[src/logic/cacheDefines.svh]
/*
  Geometry of the four-way read cache. Included by the packages and by
  every module that sizes storage or ports from these values.
*/
`ifndef CACHE_DEFINES_SVH
`define CACHE_DEFINES_SVH

// Associativity and set count
`define CACHE_WAYS 4
`define CACHE_INDEX_BITS 4
`define CACHE_SETS (1 << `CACHE_INDEX_BITS)

// 16-byte lines of four words
`define CACHE_OFFSET_BITS 4
`define CACHE_ADDR_BITS 32
`define CACHE_TAG_BITS (`CACHE_ADDR_BITS - `CACHE_INDEX_BITS - `CACHE_OFFSET_BITS)
`define CACHE_WORD_BITS 32

`endif

[src/logic/cacheAddrPkg.sv]
/*
  Address and geometry types shared by the controller, the arrays and
  the replacement policy.
*/
`include "cacheDefines.svh"

package cacheAddrPkg;

  typedef logic [`CACHE_TAG_BITS-1:0]    tag_t;
  typedef logic [`CACHE_INDEX_BITS-1:0]  setIndex_t;
  typedef logic [`CACHE_OFFSET_BITS-1:0] lineOffset_t;

  // One bit per way, at most one set
  typedef logic [`CACHE_WAYS-1:0] wayVec_t;

  // Same address word seen whole or split into its fields
  typedef union packed {
    logic [`CACHE_ADDR_BITS-1:0] raw;
    struct packed {
      tag_t        tag;
      setIndex_t   index;
      lineOffset_t offset;
    } fields;
  } physAddr_u;

endpackage

[src/logic/tagArray.sv]
/*
  Tag and valid storage for all ways. Read one cycle after the index is
  presented and compared against the tag captured with it.
*/
`timescale 1ns/1ps
`include "cacheDefines.svh"

module tagArray (
  input  logic                 clk,
  input  logic                 reset,
  input  cacheAddrPkg::setIndex_t lookupIndex,
  input  cacheAddrPkg::tag_t      lookupTag,
  input  logic                 fillEn,
  input  cacheAddrPkg::wayVec_t   fillWay,
  input  cacheAddrPkg::setIndex_t fillIndex,
  input  cacheAddrPkg::tag_t      fillTag,
  output cacheAddrPkg::wayVec_t   wayHit
);
  import cacheAddrPkg::*;

  tag_t    tagMem [`CACHE_SETS][`CACHE_WAYS];
  wayVec_t validMem [`CACHE_SETS];

  // Read side registers
  tag_t    tagQ [`CACHE_WAYS];
  tag_t    lookupTagQ;
  wayVec_t validQ;

  ////////////////////
  // Valid bits
  ////////////////////
  always_ff @(posedge clk) begin
    if (reset) begin
      for (int s = 0; s < `CACHE_SETS; s++)
        validMem[s] <= '0;
      validQ <= '0;
    end else begin
      validQ <= validMem[lookupIndex];
      // Fill marks only the victim way
      if (fillEn)
        validMem[fillIndex] <= validMem[fillIndex] | fillWay;
    end
  end

  // Tags themselves
  always_ff @(posedge clk) begin
    lookupTagQ <= lookupTag;
    for (int w = 0; w < `CACHE_WAYS; w++) begin
      tagQ[w] <= tagMem[lookupIndex][w];
      if (fillEn && fillWay[w])
        tagMem[fillIndex][w] <= fillTag;
    end
  end

  ////////////////////
  // Hit compare
  ////////////////////
  always_comb begin
    for (int w = 0; w < `CACHE_WAYS; w++)
      wayHit[w] = validQ[w] && (tagQ[w] == lookupTagQ);
  end

  // A line is never filled while it is still resident in another way
  assert property (@(posedge clk) disable iff (reset) $onehot0(wayHit))
    else $error("tagArray: tag resident in more than one way");

endmodule

[config.mk]
export PLATFORM = sky130hd
export DESIGN_NAME = tagArray
export DESIGN_NICKNAME = d
export VERILOG_FILES = /design/src/logic/cacheAddrPkg.sv /design/src/logic/tagArray.sv
export VERILOG_INCLUDE_DIRS = /design/src /design/src/logic
export SDC_FILE = /design/constraint.sdc
export NUM_CORES = 1
export LEC_CHECK = 0
export BUFFER_PORTS_ARGS = -buffer_cell sky130_fd_sc_hd__buf_4
export CORE_ASPECT_RATIO = 1.2
export CORE_MARGIN = 8
export CORE_UTILIZATION = 55
export DETAILED_ROUTE_END_ITERATION = 8
export PLACE_DENSITY = 0.75
export SETUP_SLACK_MARGIN = 0.05
export SYNTH_ARGS = -nofsm -noshare
export SYNTH_HDL_FRONTEND = slang
export SYNTH_SLANG_ARGS = --single-unit
[constraint.sdc]
create_clock -name clk -period 4.7 [get_ports clk]
set_input_delay 0.47 -clock clk [delete_from_list [all_inputs] [get_ports clk]]
set_output_delay 0.47 -clock clk [all_outputs]
set_load 0.02 [all_outputs]
==> run summary <==
outcome = completed
Final Cell Area = 0.0729 mm2
Simple-Gate Fraction of Synth Area = 0.0153
Period Utilization, post-route = 0.791
First-pass DRT Iterations = 6
Fillers = 7486
Seq. cell area = 0.0505 mm2
Post-Syn Nets = 2808
DIE AREA = 0.129 mm2
maximum vdd drop = 441 uV
CTS tree = done
All-Layer GR Usage = 0.245
xor-xnor portion of the synthesized cell area = 0.0129
clk sinks = 1724
TritonCTS Buffers = 151
asr flop ratio synth = 0
post-synthesis cell type count = 32
root buffer cell = clkbuf_16
Crit Path Max Fanout = 4
P_int = 24.6 mW
sw frac = 0.210
worst skew pair latency = 0.78 ns
Leak = 22.9 nW
register area share after synthesis = 0.778
adder-cell area share of the yosys netlist = 0
vias per inst = 6.60
crit path DAT = 3.25 ns
leading area contributor after synthesis = edfxtp_1
area growth from synthesis to layout = 12.2%
Startpoint Class = flop
Synth area leaders = edfxtp_1 (74%), mux4_2 (17%), dfxtp_1 (3.8%), xor2_1 (0.81%), nor2_1 (0.80%)
largest family of logic cells by synthesized area = multiplexers
Final #Nets = 2981
clock network power share = 0.394
gr ovfl total = 0
DRT iter0 DRCs = 3468
synth warn = 0
Max Fclk = 269 MHz
Max Cap Viol = 0
Yosys top cell area share = 0.740
Synth Area in Compound Gates = 0.00487
slew margin rel. = 0.126
Setup Fix Bufs, Post-CTS = 0
Final Hold Slack = 0.109 ns
largest net degree at the start of global routing = 93
total number of vias = 30300
die width = 330 um
Die Y = 392 um
area taken by multi-input logic gates = 0.0141 mm2
crit path kind = flop to output pin
placed insts = 4281
Setup Viol. Count Final = 0
Hold Fails Final Rpt = 0
layout cell share with drive strength beyond 1 = 0.308
Post-Syn Area = 0.0650 mm2
Post-synth EDFFs = 1600
Post-Synthesis Cells = 2745
number of synthesized register bits = 1724
Final Max Tran Viols = 0
Clock Skew = 0.0283 ns
total chip power = 31.2 mW
Seq pwr share = 0.556
total wire length = 157 mm
RePlAce Congestion = 0.917
PD cells = 427 mW/mm2
Switching Power = 6.56 mW
Max Buffers Root-to-Sink = 3
CP required = 4.23 ns
WL/cell = 34.2 um
dpl cell area = 0.0678 mm2
Worst-path clk slew = 0.07 ns
Combinational Power Share = 0.050
first-pass GRT wire length = 225 mm
FP Rows = 138
Hold Path Class = primary input to flop
final non-filler cell total = 4586
Post-DP HPWL = 84.8 mm
most frequent cells in the layout = edfxtp_1 (1600), mux4_2 (500), clkbuf_16 (156)
commonest non-fill, non-tap cell in the layout = edfxtp_1
total core area = 0.118 mm2
ys flop type = edfxtp_1
Port Buf Inserts = 66
vias in the first global route = 31300
setup TNS = 0 ns
Crit. End Element = output pin
Ports = 67
H-Tree Depth = 4
unrepaired setup endpoints after global routing = false
Routed Antenna Nets = 0
DRC Markers = 0
fin crit period = 3.72 ns
Initial Util = 0.552
Worst-Margin Slew = 1.30 ns
mux cell area share after synthesis = 0.180
Mapped Avg Cell Area = 23.7 um2
initial antenna violation count = 5
sequential cells by signal (all words and copies together), names as in the netlist:
register and flops:
tagMem 1536, tagQ 96, validMem 64, lookupTagQ 24, validQ 4
power by group through the flow:
stage                     logic (mW)  registers, mW  clock network (mW)
final                           1.57           17.3                12.3
after global routing            1.65           17.3                12.9
after CTS                       1.58           17.3                12.4
after detailed placement        1.54           17.6                   0
after global placement          1.50           17.6                   0
after floorplan                0.959           17.5                   0
stage by stage:
stage,worst slack [ns],util
2_1_floorplan,1.60,-
3_3_place_gp,1.47,0.576
3_5_place_dp,1.66,0.576
4_1_cts,0.924,0.620
5_1_grt,0.949,0.620
6_report,0.980,0.620
routing by layer:
layer | vias up | track usage | wire [um]
met3 | 375 | 0.0603 | 15600
met2 | 1885 | 0.405 | 78600
met5 | - | 0 | 27
li1 | 11900 | - | -
met1 | 16100 | 0.310 | 54800
met4 | 4 | 0.108 | 8040
critical path, cell delays in order, from the launching register on:
cell and delay, ns:
dfxtp_1 0.49, xor2_1 0.14, nor4_1 0.34, nand3_1 0.15, nor4_1 1.05, buf_4 0.31
final timing paths:
path | endpoint | from | slack (ns) | depth (start not counted)
worst max-delay path | wayHit[2] | lookupTagQ[10] | 0.98 | 5
worst min-delay path | validMem[8][1] | fillWay[1] | 0.11 | 3
worst max register to register | validMem[5][0] | validMem[3][0] | 2.42 | 3
worst min register to register | tagQ[3][7] | tagMem[3][7] | 0.77 | 2
repair_timing:
action                                  4_1_cts  5_1_grt
gates resized for setup                       0        0
hold endpoints to repair                     24        0
endpoints found under the setup margin        0        0
hold buffers                                 24        0
synth_stat cells, drive strengths merged (12+ instances only):
library cell  number
mux4             508
nor4              16
xnor2             36
nor2             139
dfxtp            124
a21o              12
nand3             17
nand2             27
edfxtp          1600
mux2i             16
xor2              60
buf               66
clkbuf            70
cell type report:
type,count,share of cell area
flip-flops and latches,1724,0.693
clock buffers,207,0.0578
repair buffers,156,0.0195
clock inverters,73,0.00935
diodes,1,0.0000343
multi-input cells,885,0.194
well taps,1540,0.0264
cells by family (layout without fill, tap and decap cells):
group,after synthesis,in the layout
buffers and inverters,136,436
other,0,1
AOI/OAI and AO/OA,32,32
muxes,528,528
xor gates and xnor gates,96,96
DFF,1724,1724
and+or+nand+nor,229,229
Power figures use the tool's default switching activity.
