File: config.mk
export PLATFORM = sky130hd
export DESIGN_NAME = pseudoLruPolicy
export DESIGN_NICKNAME = d
export VERILOG_FILES = /design/src/logic/cacheAddrPkg.sv /design/src/logic/pseudoLruPolicy.sv
export VERILOG_INCLUDE_DIRS = /design/src /design/src/logic
export SDC_FILE = /design/constraint.sdc
export NUM_CORES = 1
export LEC_CHECK = 0
export ABC_AREA = 1
export BUFFER_PORTS_ARGS = -buffer_cell sky130_fd_sc_hd__buf_2
export CORE_MARGIN = 2
export CORE_UTILIZATION = 60
export DETAILED_ROUTE_END_ITERATION = 10
export PLACE_DENSITY_LB_ADDON = 0.25
export SLEW_MARGIN = 20
export SYNTH_ARGS = -nofsm -noshare
export SYNTH_HDL_FRONTEND = slang
export SYNTH_SLANG_ARGS = --single-unit
File: constraint.sdc
create_clock -name clk -period 1.6 [get_ports clk]
set_input_delay 0.16 -clock clk [delete_from_list [all_inputs] [get_ports clk]]
set_output_delay 0.16 -clock clk [all_outputs]
set_load 0.02 [all_outputs]
File: src/logic/cacheDefines.svh
/*
  Geometry of the four-way read cache. Included by the packages and by
  every module that sizes storage or ports from these values.
*/
`ifndef CACHE_DEFINES_SVH
`define CACHE_DEFINES_SVH

// Associativity and set count
`define CACHE_WAYS 4
`define CACHE_INDEX_BITS 4
`define CACHE_SETS (1 << `CACHE_INDEX_BITS)

// 16-byte lines of four words
`define CACHE_OFFSET_BITS 4
`define CACHE_ADDR_BITS 32
`define CACHE_TAG_BITS (`CACHE_ADDR_BITS - `CACHE_INDEX_BITS - `CACHE_OFFSET_BITS)
`define CACHE_WORD_BITS 32

`endif

File: src/logic/cacheAddrPkg.sv
/*
  Address and geometry types shared by the controller, the arrays and
  the replacement policy.
*/
`include "cacheDefines.svh"

package cacheAddrPkg;

  typedef logic [`CACHE_TAG_BITS-1:0]    tag_t;
  typedef logic [`CACHE_INDEX_BITS-1:0]  setIndex_t;
  typedef logic [`CACHE_OFFSET_BITS-1:0] lineOffset_t;

  // One bit per way, at most one set
  typedef logic [`CACHE_WAYS-1:0] wayVec_t;

  // Same address word seen whole or split into its fields
  typedef union packed {
    logic [`CACHE_ADDR_BITS-1:0] raw;
    struct packed {
      tag_t        tag;
      setIndex_t   index;
      lineOffset_t offset;
    } fields;
  } physAddr_u;

endpackage

File: src/logic/pseudoLruPolicy.sv
/*
  Tree pseudo-LRU for 2, 4 or 8 ways. Node bits point toward the victim
  and are updated one cycle after a touch, from the touched way.
*/
`timescale 1ns/1ps
`include "cacheDefines.svh"

module pseudoLruPolicy #(
  parameter int numWays = 4
) (
  input  logic                    clk,
  input  logic                    reset,
  input  cacheAddrPkg::setIndex_t readIndex,
  input  cacheAddrPkg::setIndex_t writeIndex,
  input  logic [numWays-1:0]      lruWay,
  input  logic                    lruWriteEn,
  output logic [numWays-1:0]      victimWay
);
  import cacheAddrPkg::*;

  localparam int levels = $clog2(numWays);

  // Heap order, node 0 is the root and node n has children 2n+1 and 2n+2
  logic [numWays-2:0] treeMem [`CACHE_SETS];
  logic [numWays-2:0] curBits;
  logic [numWays-2:0] nodeEn, nodeMask;
  logic [numWays-2:0] newBits, newBitsQ;
  setIndex_t          readIndexQ, writeIndexQ;
  logic               writeEnQ;

  if (numWays != 2 && numWays != 4 && numWays != 8) begin : badWays
    $error("pseudoLruPolicy supports 2, 4 or 8 ways");
  end

  ////////////////////
  // Tree storage
  ////////////////////
  always_ff @(posedge clk) begin
    if (reset) begin
      for (int s = 0; s < `CACHE_SETS; s++)
        treeMem[s] <= '0;
      readIndexQ <= '0;
      writeEnQ   <= 1'b0;
    end else begin
      readIndexQ <= readIndex;
      writeEnQ   <= lruWriteEn;
      if (writeEnQ)
        treeMem[writeIndexQ] <= newBitsQ;
    end
  end

  // Delayed write data
  always_ff @(posedge clk) begin
    writeIndexQ <= writeIndex;
    newBitsQ    <= newBits;
  end

  assign curBits = treeMem[readIndexQ];

  ////////////////////
  // Victim decode
  ////////////////////
  // A way wins when every node on its path points to its side (1 = right)
  always_comb begin : decodeVictim
    int node;
    for (int w = 0; w < numWays; w++) begin
      victimWay[w] = 1'b1;
      for (int l = 0; l < levels; l++) begin
        node = (1 << l) - 1 + (w >> (levels - l));
        victimWay[w] &= (curBits[node] == 1'((w >> (levels - l - 1)) & 1));
      end
    end
  end

  // Nodes on the touched path turn away from it, others keep old bits
  always_comb begin : touchTree
    int node;
    nodeEn   = '0;
    nodeMask = '0;
    for (int w = 0; w < numWays; w++) begin
      for (int l = 0; l < levels; l++) begin
        node = (1 << l) - 1 + (w >> (levels - l));
        nodeEn[node] |= lruWay[w];
        // Left-side touch sends the victim right
        if (((w >> (levels - l - 1)) & 1) == 0)
          nodeMask[node] |= lruWay[w];
      end
    end
    newBits = (nodeEn & nodeMask) | (~nodeEn & curBits);
  end

  assert property (@(posedge clk) disable iff (reset) $onehot(victimWay))
    else $error("pseudoLruPolicy: victim not one-hot");

  // Controller touches exactly one way per update
  assert property (@(posedge clk) disable iff (reset) lruWriteEn |-> $onehot(lruWay))
    else $error("pseudoLruPolicy: touched way not one-hot");

endmodule

==> results_dict.tcl <==
set metrics [dict create \
    core_mm2 0.00466 \
    dieArea_mm2 0.00532 \
    dp_worst_setup_slack_ns 0.129 \
    synth_top_cell_by_area "edfxtp_1" \
    syn_avg_cell_area_um2 8.50 \
    n_fill_cell 369 \
    die_w_um 72.9 \
    numCtsBuffers 9 \
    grt_use_met1 0.316 \
    max_freq_ghz 0.559 \
    drcViolationCount 0 \
    min_path_type "in -> reg" \
    first_pass_iters 4 \
    worst_slack_ns -0.188 \
    synthCells 335 \
    antenna_found_initial 0 \
    cp.required_ns 1.44 \
    die-height_um 72.9 \
    post-route-util 0.711 \
    rsz0062_at_grt "yes" \
    row_count 25 \
    finalCritPeriodShare 1.12 \
    synth_commonest_cells "nand2_1 (100), nor2_1 (59), edfxtp_1 (48), inv_1 (34), nand3_1 (34)" \
    detail-route-antenna-nets 0 \
    grt_pass1_wl_mm 9.80 \
    yosysMostFrequentCell "nand2_1" \
    synth_area_mm2 0.00285 \
    antenna_cells 0 \
    dp_hpwl_mm 4.09 \
    io_buffers 18 \
    clk_transition_reported_paths_ns 0.06 \
    endpoint_kind "output port" \
    busiest_layer "met2" \
    use_met2 0.415 \
    violations "negative setup slack" \
    startpoint_type "flip-flop" \
    crit_arrival_ns 1.63 \
    skew_ns 0.00627 \
    tightest_slew_ns 0.479 \
    gr-usage-met3 0.0635 \
    initialDrtViolationCount 206 \
    layout-drive-gt1-share 0.223 \
    powerDensity_mw_per_mm2 1060 \
    nets 382 \
    cts_tree "done" \
    wl_mm 6.14 \
    synth_edf_count 48 \
    critPathMaxFanout 12 \
    seq_area_mm2 0.00169 \
    worstRegToRegCells 4 \
    synth_area_leaders "edfxtp_1 (51%), nand2_1 (13%), dfxtp_1 (8.4%), nor2_1 (7.8%), nand3_1 (6.0%)" \
    num_io_pins 19 \
    synth_flop_cell "edfxtp_1" \
    grt_pass1_vias 2158 \
    hold_depth 3 \
    ys_ff_latch 60 \
    routedWlPerCell_um 14.4 \
    clk_latency_ns 0.34 \
    finalMaxSlewViolations 0 \
    ir_drop_mv 0.760 \
    cts_root_buf "clkbuf_8" \
    place_congestion 0.983 \
    htree_levels 3 \
    setup_tns_ns -0.643 \
    grt_remaining_overflow 0 \
    multi_input_area_um2 890 \
    status "finished with violations" \
    cts_buffer_depth 2 \
    p_leak_nw 1.59 \
    vias 2242 \
    initial_core_util 0.611 \
    area_delta_synth_final_pct 16.3 \
    viasPerCell 5.26 \
    hold_viol 0 \
    slew_headroom 0.679 \
    track_usage 0.256 \
    seq_area_frac_synth 0.590 \
    ys_types 18 \
    finalSetupViolCount 4 \
    clock-sinks 60 \
    grt_max_degree 25 \
    post-route-min-period_ns 1.79 \
    async_flop_share 0 \
    synth_top_area_share 0.506 \
    crit_type "reg -> out" \
    synth_warnings 0 \
    syn-num-nets 350 \
    drv_cap 0 \
]
per-layer routing:
layer | routed length, um | vias to the layer above
met5 | 0 | -
met3 | 453 | 17
met1 | 2520 | 1036
met2 | 3020 | 89
li1 | - | 1100
met4 | 144 | 0
flip-flops by register name, indices dropped and copies added (netlist names), named ones only:
signal       cells
writeIndexQ      4
treeMem         48
newBitsQ         3
writeEnQ         1
final timing paths:
kind	from	end	slack (ns)
setup reg to reg	writeIndexQ[3]	treeMem[10][2]	0.15
hold / removal	lruWay[0]	newBitsQ[1]	0.02
setup / recovery	flip-flop	victimWay[1]	-0.19
hold reg to reg	flip-flop	newBitsQ[1]	0.72
kinds of logic (layout without fill, tap and decap cells):
family / Yosys count / count (layout) / synth area share
flip-flops: 60 / 60 / 0.590
AND/OR/NAND/NOR: 205 / 205 / 0.305
buffers and inverters: 70 / 107 / 0.105
cells in the final DEF, fill, tap and decap left out, drive strengths merged:
master	n
buf	27
bufinv	1
clkbuf	15
clkinv	1
dfxtp	12
dlygate4sd3	4
edfxtp	48
inv	59
nand2	104
nand3	36
nor2	61
nor3	4
timing repair:
item,CTS,global route
hold buffers,4,0
endpoints found under the setup margin,4,4
resized for setup,8,5
pin swaps,0,1
hold endpoints to repair,4,0
buffers inserted,0,1
cloned,0,1
worst max-delay path, cell delays in order, from the launching register on:
cell and delay [ns]:
dfxtp_4 0.41, clkbuf_16 0.18, nand2_1 0.08, nand3_1 0.10, nand3_2 0.09, nand3_2 0.09
nand2_4 0.07, nor2_2 0.13, buf_4 0.15
final cells by class:
| type | count | area share |
|---|---|---|
| repair buffers | 32 | 0.0740 |
| inverters | 59 | 0.0691 |
| clock buffers | 14 | 0.0491 |
| multi-input cells | 205 | 0.269 |
| well taps | 54 | 0.0204 |
| clock inverters | 2 | 0.0102 |
| flip-flops and latches | 60 | 0.509 |
stage by stage:
stage	hold slack, ns	std cells	cell area [um2]	total power [W]
floorplan	0.188	335	2850	0.00204
global placement	0.262	404	3010	0.00214
detailed placement	0.265	404	3010	0.00215
CTS	0.0120	424	3260	0.00350
global route	0.0329	426	3310	0.00363
finish	0.0244	426	3310	0.00351
where the power goes:
part | internal, W | total (W) | switching, W
registers | 0.00175 | 0.00178 | 0.0000347
clock network | 0.000801 | 0.00135 | 0.000552
logic | 0.000135 | 0.000376 | 0.000241
Power figures use the tool's default switching activity.
