$ cat src/logic/cacheDefines.svh
/*
  Geometry of the four-way read cache. Included by the packages and by
  every module that sizes storage or ports from these values.
*/
`ifndef CACHE_DEFINES_SVH
`define CACHE_DEFINES_SVH

// Associativity and set count
`define CACHE_WAYS 4
`define CACHE_INDEX_BITS 4
`define CACHE_SETS (1 << `CACHE_INDEX_BITS)

// 16-byte lines of four words
`define CACHE_OFFSET_BITS 4
`define CACHE_ADDR_BITS 32
`define CACHE_TAG_BITS (`CACHE_ADDR_BITS - `CACHE_INDEX_BITS - `CACHE_OFFSET_BITS)
`define CACHE_WORD_BITS 32

`endif

$ cat src/logic/cacheAddrPkg.sv
/*
  Address and geometry types shared by the controller, the arrays and
  the replacement policy.
*/
`include "cacheDefines.svh"

package cacheAddrPkg;

  typedef logic [`CACHE_TAG_BITS-1:0]    tag_t;
  typedef logic [`CACHE_INDEX_BITS-1:0]  setIndex_t;
  typedef logic [`CACHE_OFFSET_BITS-1:0] lineOffset_t;

  // One bit per way, at most one set
  typedef logic [`CACHE_WAYS-1:0] wayVec_t;

  // Same address word seen whole or split into its fields
  typedef union packed {
    logic [`CACHE_ADDR_BITS-1:0] raw;
    struct packed {
      tag_t        tag;
      setIndex_t   index;
      lineOffset_t offset;
    } fields;
  } physAddr_u;

endpackage

$ cat src/logic/memBusPkg.sv
/*
  Data types of the requester and line-fill buses, plus the states of
  the cache controller.
*/
`include "cacheDefines.svh"

package memBusPkg;

  typedef logic [`CACHE_WORD_BITS-1:0] word_t;

  // Word 0 sits in the low bits
  typedef logic [3:0][`CACHE_WORD_BITS-1:0] line_t;

  typedef enum logic [1:0] {IDLE, LOOKUP, FILLWAIT, FILLDONE} ctrlState_e;

endpackage

$ cat src/logic/cacheController.sv
/*
  Sequences lookup, miss request and fill for one request at a time.
  Drives the array indices, the fill and LRU touches and both strobes.
*/
`timescale 1ns/1ps
`include "cacheDefines.svh"

module cacheController (
  input  logic                    clk,
  input  logic                    reset,
  input  logic                    reqValid,
  input  cacheAddrPkg::physAddr_u reqAddr,
  input  cacheAddrPkg::wayVec_t   wayHit,
  input  cacheAddrPkg::wayVec_t   victimWay,
  input  logic                    memRespValid,
  output cacheAddrPkg::setIndex_t lookupIndex,
  output cacheAddrPkg::setIndex_t fillIndex,
  output cacheAddrPkg::tag_t      lookupTag,
  output cacheAddrPkg::tag_t      fillTag,
  output logic [1:0]              wordSel,
  output logic                    fillEn,
  output cacheAddrPkg::wayVec_t   fillWay,
  output logic                    lruWriteEn,
  output cacheAddrPkg::wayVec_t   lruWay,
  output logic                    memReqValid,
  output cacheAddrPkg::physAddr_u memReqAddr,
  output logic                    respValid
);
  import cacheAddrPkg::*;
  import memBusPkg::*;

  ctrlState_e state;
  physAddr_u  addrQ, lookAddr;
  wayVec_t    victimQ;
  logic       anyHit;

  ////////////////////
  // State machine
  ////////////////////
  always_ff @(posedge clk) begin
    if (reset) begin
      state       <= IDLE;
      addrQ       <= '0;
      memReqValid <= 1'b0;
      respValid   <= 1'b0;
    end else begin
      // Both strobes are single-cycle pulses
      memReqValid <= 1'b0;
      respValid   <= 1'b0;
      case (state)
        IDLE: if (reqValid) begin
          addrQ <= reqAddr;
          state <= LOOKUP;
        end
        LOOKUP: if (anyHit) begin
          respValid <= 1'b1;
          state     <= IDLE;
        end else begin
          memReqValid <= 1'b1;
          state       <= FILLWAIT;
        end
        FILLWAIT: if (memRespValid) begin
          respValid <= 1'b1;
          state     <= FILLDONE;
        end
        // Response cycle, word comes from the fill bypass
        FILLDONE: state <= IDLE;
        default: state <= IDLE;
      endcase
    end
  end

  // Victim held for the whole miss
  always_ff @(posedge clk)
    if (state == LOOKUP && !anyHit)
      victimQ <= victimWay;

  // New request goes straight to the arrays, otherwise hold the latched one
  assign lookAddr    = (state == IDLE && reqValid) ? reqAddr : addrQ;
  assign lookupIndex = lookAddr.fields.index;
  assign lookupTag   = lookAddr.fields.tag;
  assign anyHit      = |wayHit;

  ////////////////////
  // Fill and LRU touch
  ////////////////////
  assign fillEn     = (state == FILLWAIT) && memRespValid;
  assign fillWay    = victimQ;
  assign fillIndex  = addrQ.fields.index;
  assign fillTag    = addrQ.fields.tag;
  assign wordSel    = addrQ.fields.offset[`CACHE_OFFSET_BITS-1 -: 2];
  assign lruWriteEn = (state == LOOKUP && anyHit) || fillEn;
  assign lruWay     = fillEn ? victimQ : wayHit;

  // Line-aligned fill address
  always_comb begin
    memReqAddr              = addrQ;
    memReqAddr.fields.offset = '0;
  end

  // Requester keeps one request outstanding
  assert property (@(posedge clk) disable iff (reset) reqValid |-> state == IDLE)
    else $error("cacheController: request while busy");

endmodule

$ cat config.mk
export PLATFORM = sky130hd
export DESIGN_NAME = cacheController
export DESIGN_NICKNAME = d
export VERILOG_FILES = /design/src/logic/cacheAddrPkg.sv /design/src/logic/memBusPkg.sv /design/src/logic/cacheController.sv
export VERILOG_INCLUDE_DIRS = /design/src /design/src/logic
export SDC_FILE = /design/constraint.sdc
export NUM_CORES = 1
export LEC_CHECK = 0
export BUFFER_PORTS_ARGS = -buffer_cell sky130_fd_sc_hd__buf_4
export CORE_ASPECT_RATIO = 0.8
export CORE_MARGIN = 8
export CORE_UTILIZATION = 40
export DETAILED_ROUTE_END_ITERATION = 8
export MAX_ROUTING_LAYER = met4
export PLACE_DENSITY = 0.9
export SLEW_MARGIN = 20
export SYNTH_ARGS = -nofsm -noshare
export SYNTH_HDL_FRONTEND = slang
export SYNTH_SLANG_ARGS = --single-unit
$ cat constraint.sdc
create_clock -name clk -period 2.2 [get_ports clk]
set_input_delay 0.44 -clock clk [delete_from_list [all_inputs] [get_ports clk]]
set_output_delay 0.44 -clock clk [all_outputs]
set_load 0.02 [all_outputs]
==> reports/qor.csv <==
stage,metric,value,unit
sta,min Tclk post-route,2.14,ns
logic_synthesis,Synth Area in XOR/XNOR,0,%
status,status,"complete, no violations",
logic_synthesis,Synth top cells by count,"34 x dfxtp_1, 32 x buf_4, 25 x mux2_4",
sta,setup TNS,0,ns
floorplan,Die X,93.7,µm
clock_network,clock buffer depth,2,
critical_path,Worst path slowest cell,dfxtp_2,
power_and_ir_drop,part of the power in the clock network,23.5,%
logic_synthesis,"Warnings, synthesis",0,
finish,Final Non-Filler Cells,341,
flow_run,Max Cap Viol,0,
grt,first-pass GRT wire length,8.44,mm
power_and_ir_drop,Leak,1.54,nW
finish,ant diodes,0,
sta,Hold Slack,0.334,ns
clock_network,post-CTS setup buffer count,0,
sta,final setup violation count,0,
logic_synthesis,Yosys reg bits,38,
critical_path,crit path cell chain,"inv_2, ha_4, nand2_4, buf_12, mux2_2, buf_4",
power_and_ir_drop,logic gate share of total power,37.2,%
power_and_ir_drop,Design Power,1.99,mW
floorplan,Die Area,7320,µm²
place,pre-CTS setup slack,0.179,ns
power_and_ir_drop,Flop pwr share,39.3,%
logic_synthesis,multiplexer share of the synthesized area,23.5,%
critical_path,crit-path max FO,15,
routing,DRT Wirelength,5.58,mm
floorplan,Boundary Pins,146,
clock_network,H-tree Lvls,2,
logic_synthesis,compound-gate portion of the synthesized area,2.33,%
logic_synthesis,Synth top area share,35.3,%
clock_network,Num Clock Sinks,38,
routing,DR WL/cell,16.4,µm
sta,unrepaired setup endpoints after global routing,no,
sta,fin crit share,97.4,%
sta,Max Clk Rate,467,MHz
clock_network,TritonCTS Buffers,5,
logic_synthesis,Synth Area in Simple Gates,14.1,%
floorplan,CORE AREA,4620,µm²
sta,final hold vios,0,
routing,Antenna Nets Post-Route,0,
routing,Via Count,1553,
grt,initial antenna violation count,0,
clock_network,cts hold-fix bufs,0,
routing,# DRC,0,
power_and_ir_drop,Sw Share,31.1,%
floorplan,Initial Util,41.7,%
finish,Layout Area Growth over Synthesis,52.7,%
logic_synthesis,sequential fraction of the synthesis area,41.5,%
place,port bufs,139,
critical_path,Worst Setup Start Kind,register,
logic_synthesis,syn avg cell area,11.6,µm²
logic_synthesis,Yosys cell types,25,
critical_path,worst-case register-to-register setup slack,0.70,ns
grt,number of global-route vias before repair,1686,
logic_synthesis,synthesized area,1930,µm²
finish,Final #Nets,329,
finish,Final Core Density,63.7,%
power_and_ir_drop,Psw,617,µW
critical_path,"slowest stage delay, CP",0.37,ns
place,dpl hpwl,4.53,mm
sta,setup ws final,0.0572,ns
place,Final GP Congestion,0.752,
power_and_ir_drop,Int Power,1.37,mW
sta,Setup Skew,0.00660,ns
clock_network,clock slew at reported path FFs,0.07,ns
routing,DRT iter0 DRCs,14,
logic_synthesis,top post-synthesis cells by area,"dfxtp_1 35%, mux2_4 19%, buf_4 12%, edfxtp_1 6.2%, nor2b_1 5.2%",
power_and_ir_drop,peak supply drop,380,µV
power_and_ir_drop,PwrDens,674,nW/µm²
place,Post-DP Area,2820,µm²
finish,fin area,2950,µm²
finish,layout cells sized above 1,67.3,%
logic_synthesis,Main synth FF type,dfxtp_1,
critical_path,CP endpoint kind,primary output,
floorplan,chip height,78.1,µm
clock_network,CTS tree,built,
critical_path,CP Data Required Time,1.76,ns
grt,largest net degree at the start of global routing,25,
clock_network,root buffer cell,clkbuf_8,
place,Post-Place Cells,333,
min_path,HP Class,primary input to register,
logic_synthesis,cell taking the most area after synthesis,dfxtp_1,
grt,GR Util All Layers,14.6,%
routing,TritonRoute pass-1 iters,3,
clock_network,"Clk Latency, worst-skew pair",0.28,ns
floorplan,# rows,22,
critical_path,Worst EP arrival,1.70,ns
grt,total grt overflow,0,
logic_synthesis,most used standard cell by instance count after synthesis,dfxtp_1,
logic_synthesis,largest family of logic cells by synthesized area,multiplexers,
critical_path,CP Class,register to primary output,
logic_synthesis,Post-Syn Instances,167,
sta,Max Transition Viols Final,0,
logic_synthesis,ys async rst share,0,%
routing,Vias per Instance,4.55,
logic_synthesis,Post-synth EDFFs,4,
logic_synthesis,Synth Area in Adders,2.59,%
[power groups by stage]
stage	sequential [mW]	combinational, mW	clock, mW
2_1_floorplan	0.839	0.410	0
3_3_place_gp	0.791	0.712	0
3_5_place_dp	0.794	0.725	0
4_1_cts	0.780	0.749	0.486
5_1_grt	0.786	0.776	0.509
6_report	0.780	0.738	0.467
[worst max-delay path, delay by kind of cell (launching register included)]
kind                       cells  cell delay [ns]
adders and majority gates      1             0.18
buffers and inverters          3             0.41
DFF                            1             0.37
muxes                          1             0.35
and+or+nand+nor                1             0.11
[cell usage in the layout, fill, tap and decap left out]
| cell | instances |
|---|---|
| and2_1 | 10 |
| nor2b_4 | 3 |
| inv_2 | 2 |
| clkbuf_8 | 6 |
| edfxtp_1 | 4 |
| mux2_2 | 7 |
| ha_4 | 1 |
| dfxtp_1 | 33 |
| dfxtp_2 | 1 |
| nand3_1 | 2 |
| buf_16 | 1 |
| conb_1 | 4 |
| buf_12 | 2 |
| nor4_1 | 1 |
| buf_4 | 139 |
| a31o_2 | 1 |
| a311oi_1 | 1 |
| a21oi_1 | 3 |
| o21ai_0 | 1 |
| nor2_1 | 1 |
| and3_1 | 3 |
| a211oi_1 | 1 |
| nor2b_1 | 16 |
| nand2b_1 | 2 |
| inv_1 | 3 |
| ha_1 | 3 |
| nand2_4 | 1 |
| nand2_1 | 3 |
| clkbuf_1 | 1 |
| mux2_4 | 25 |
[cell families after synthesis]
logic type / count (synthesis)
fa+ha+maj: 4
mux: 32
other cells: 1
flops: 38
compound gates: 7
buf+inv: 43
simple gates: 42
[area by class of cell]
type,count,area [µm²]
Timing Repair Buffer,142,1110
Fill cell,364,1680
Clock buffer,7,86.3
Tap cell,60,75.1
Multi-Input combinational cell,89,855
Inverter,5,18.8
Sequential cell,38,802
[routing by layer]
layer	GRT usage (%)	wire, µm
met1	14.8	2150
met2	26.4	2860
met3	4.94	532
met4	3.48	35
met5	-	0
[state kept, by name, indices dropped and copies added (netlist names), named ones only]
name and flops:
addrQ 30, state 1, respValid 1, fillWay 4, memReqValid 1
[what timing repair did]
action                                  in CTS  in global routing
resized for setup                            6                  1
endpoints found under the setup margin      28                  7
pin swaps                                    1                  0
gates cloned                                 1                  0
[worst paths after layout]
path                            depth (start not counted)           end    startpoint
worst max register to register                          6      addrQ[9]      state[0]
worst max-delay path                                    6  lookupTag[1]      state[0]
worst min register to register                          2      addrQ[2]      addrQ[2]
worst min-delay path                                    1    fillWay[2]  victimWay[2]
(Power assumes the default switching activity.)
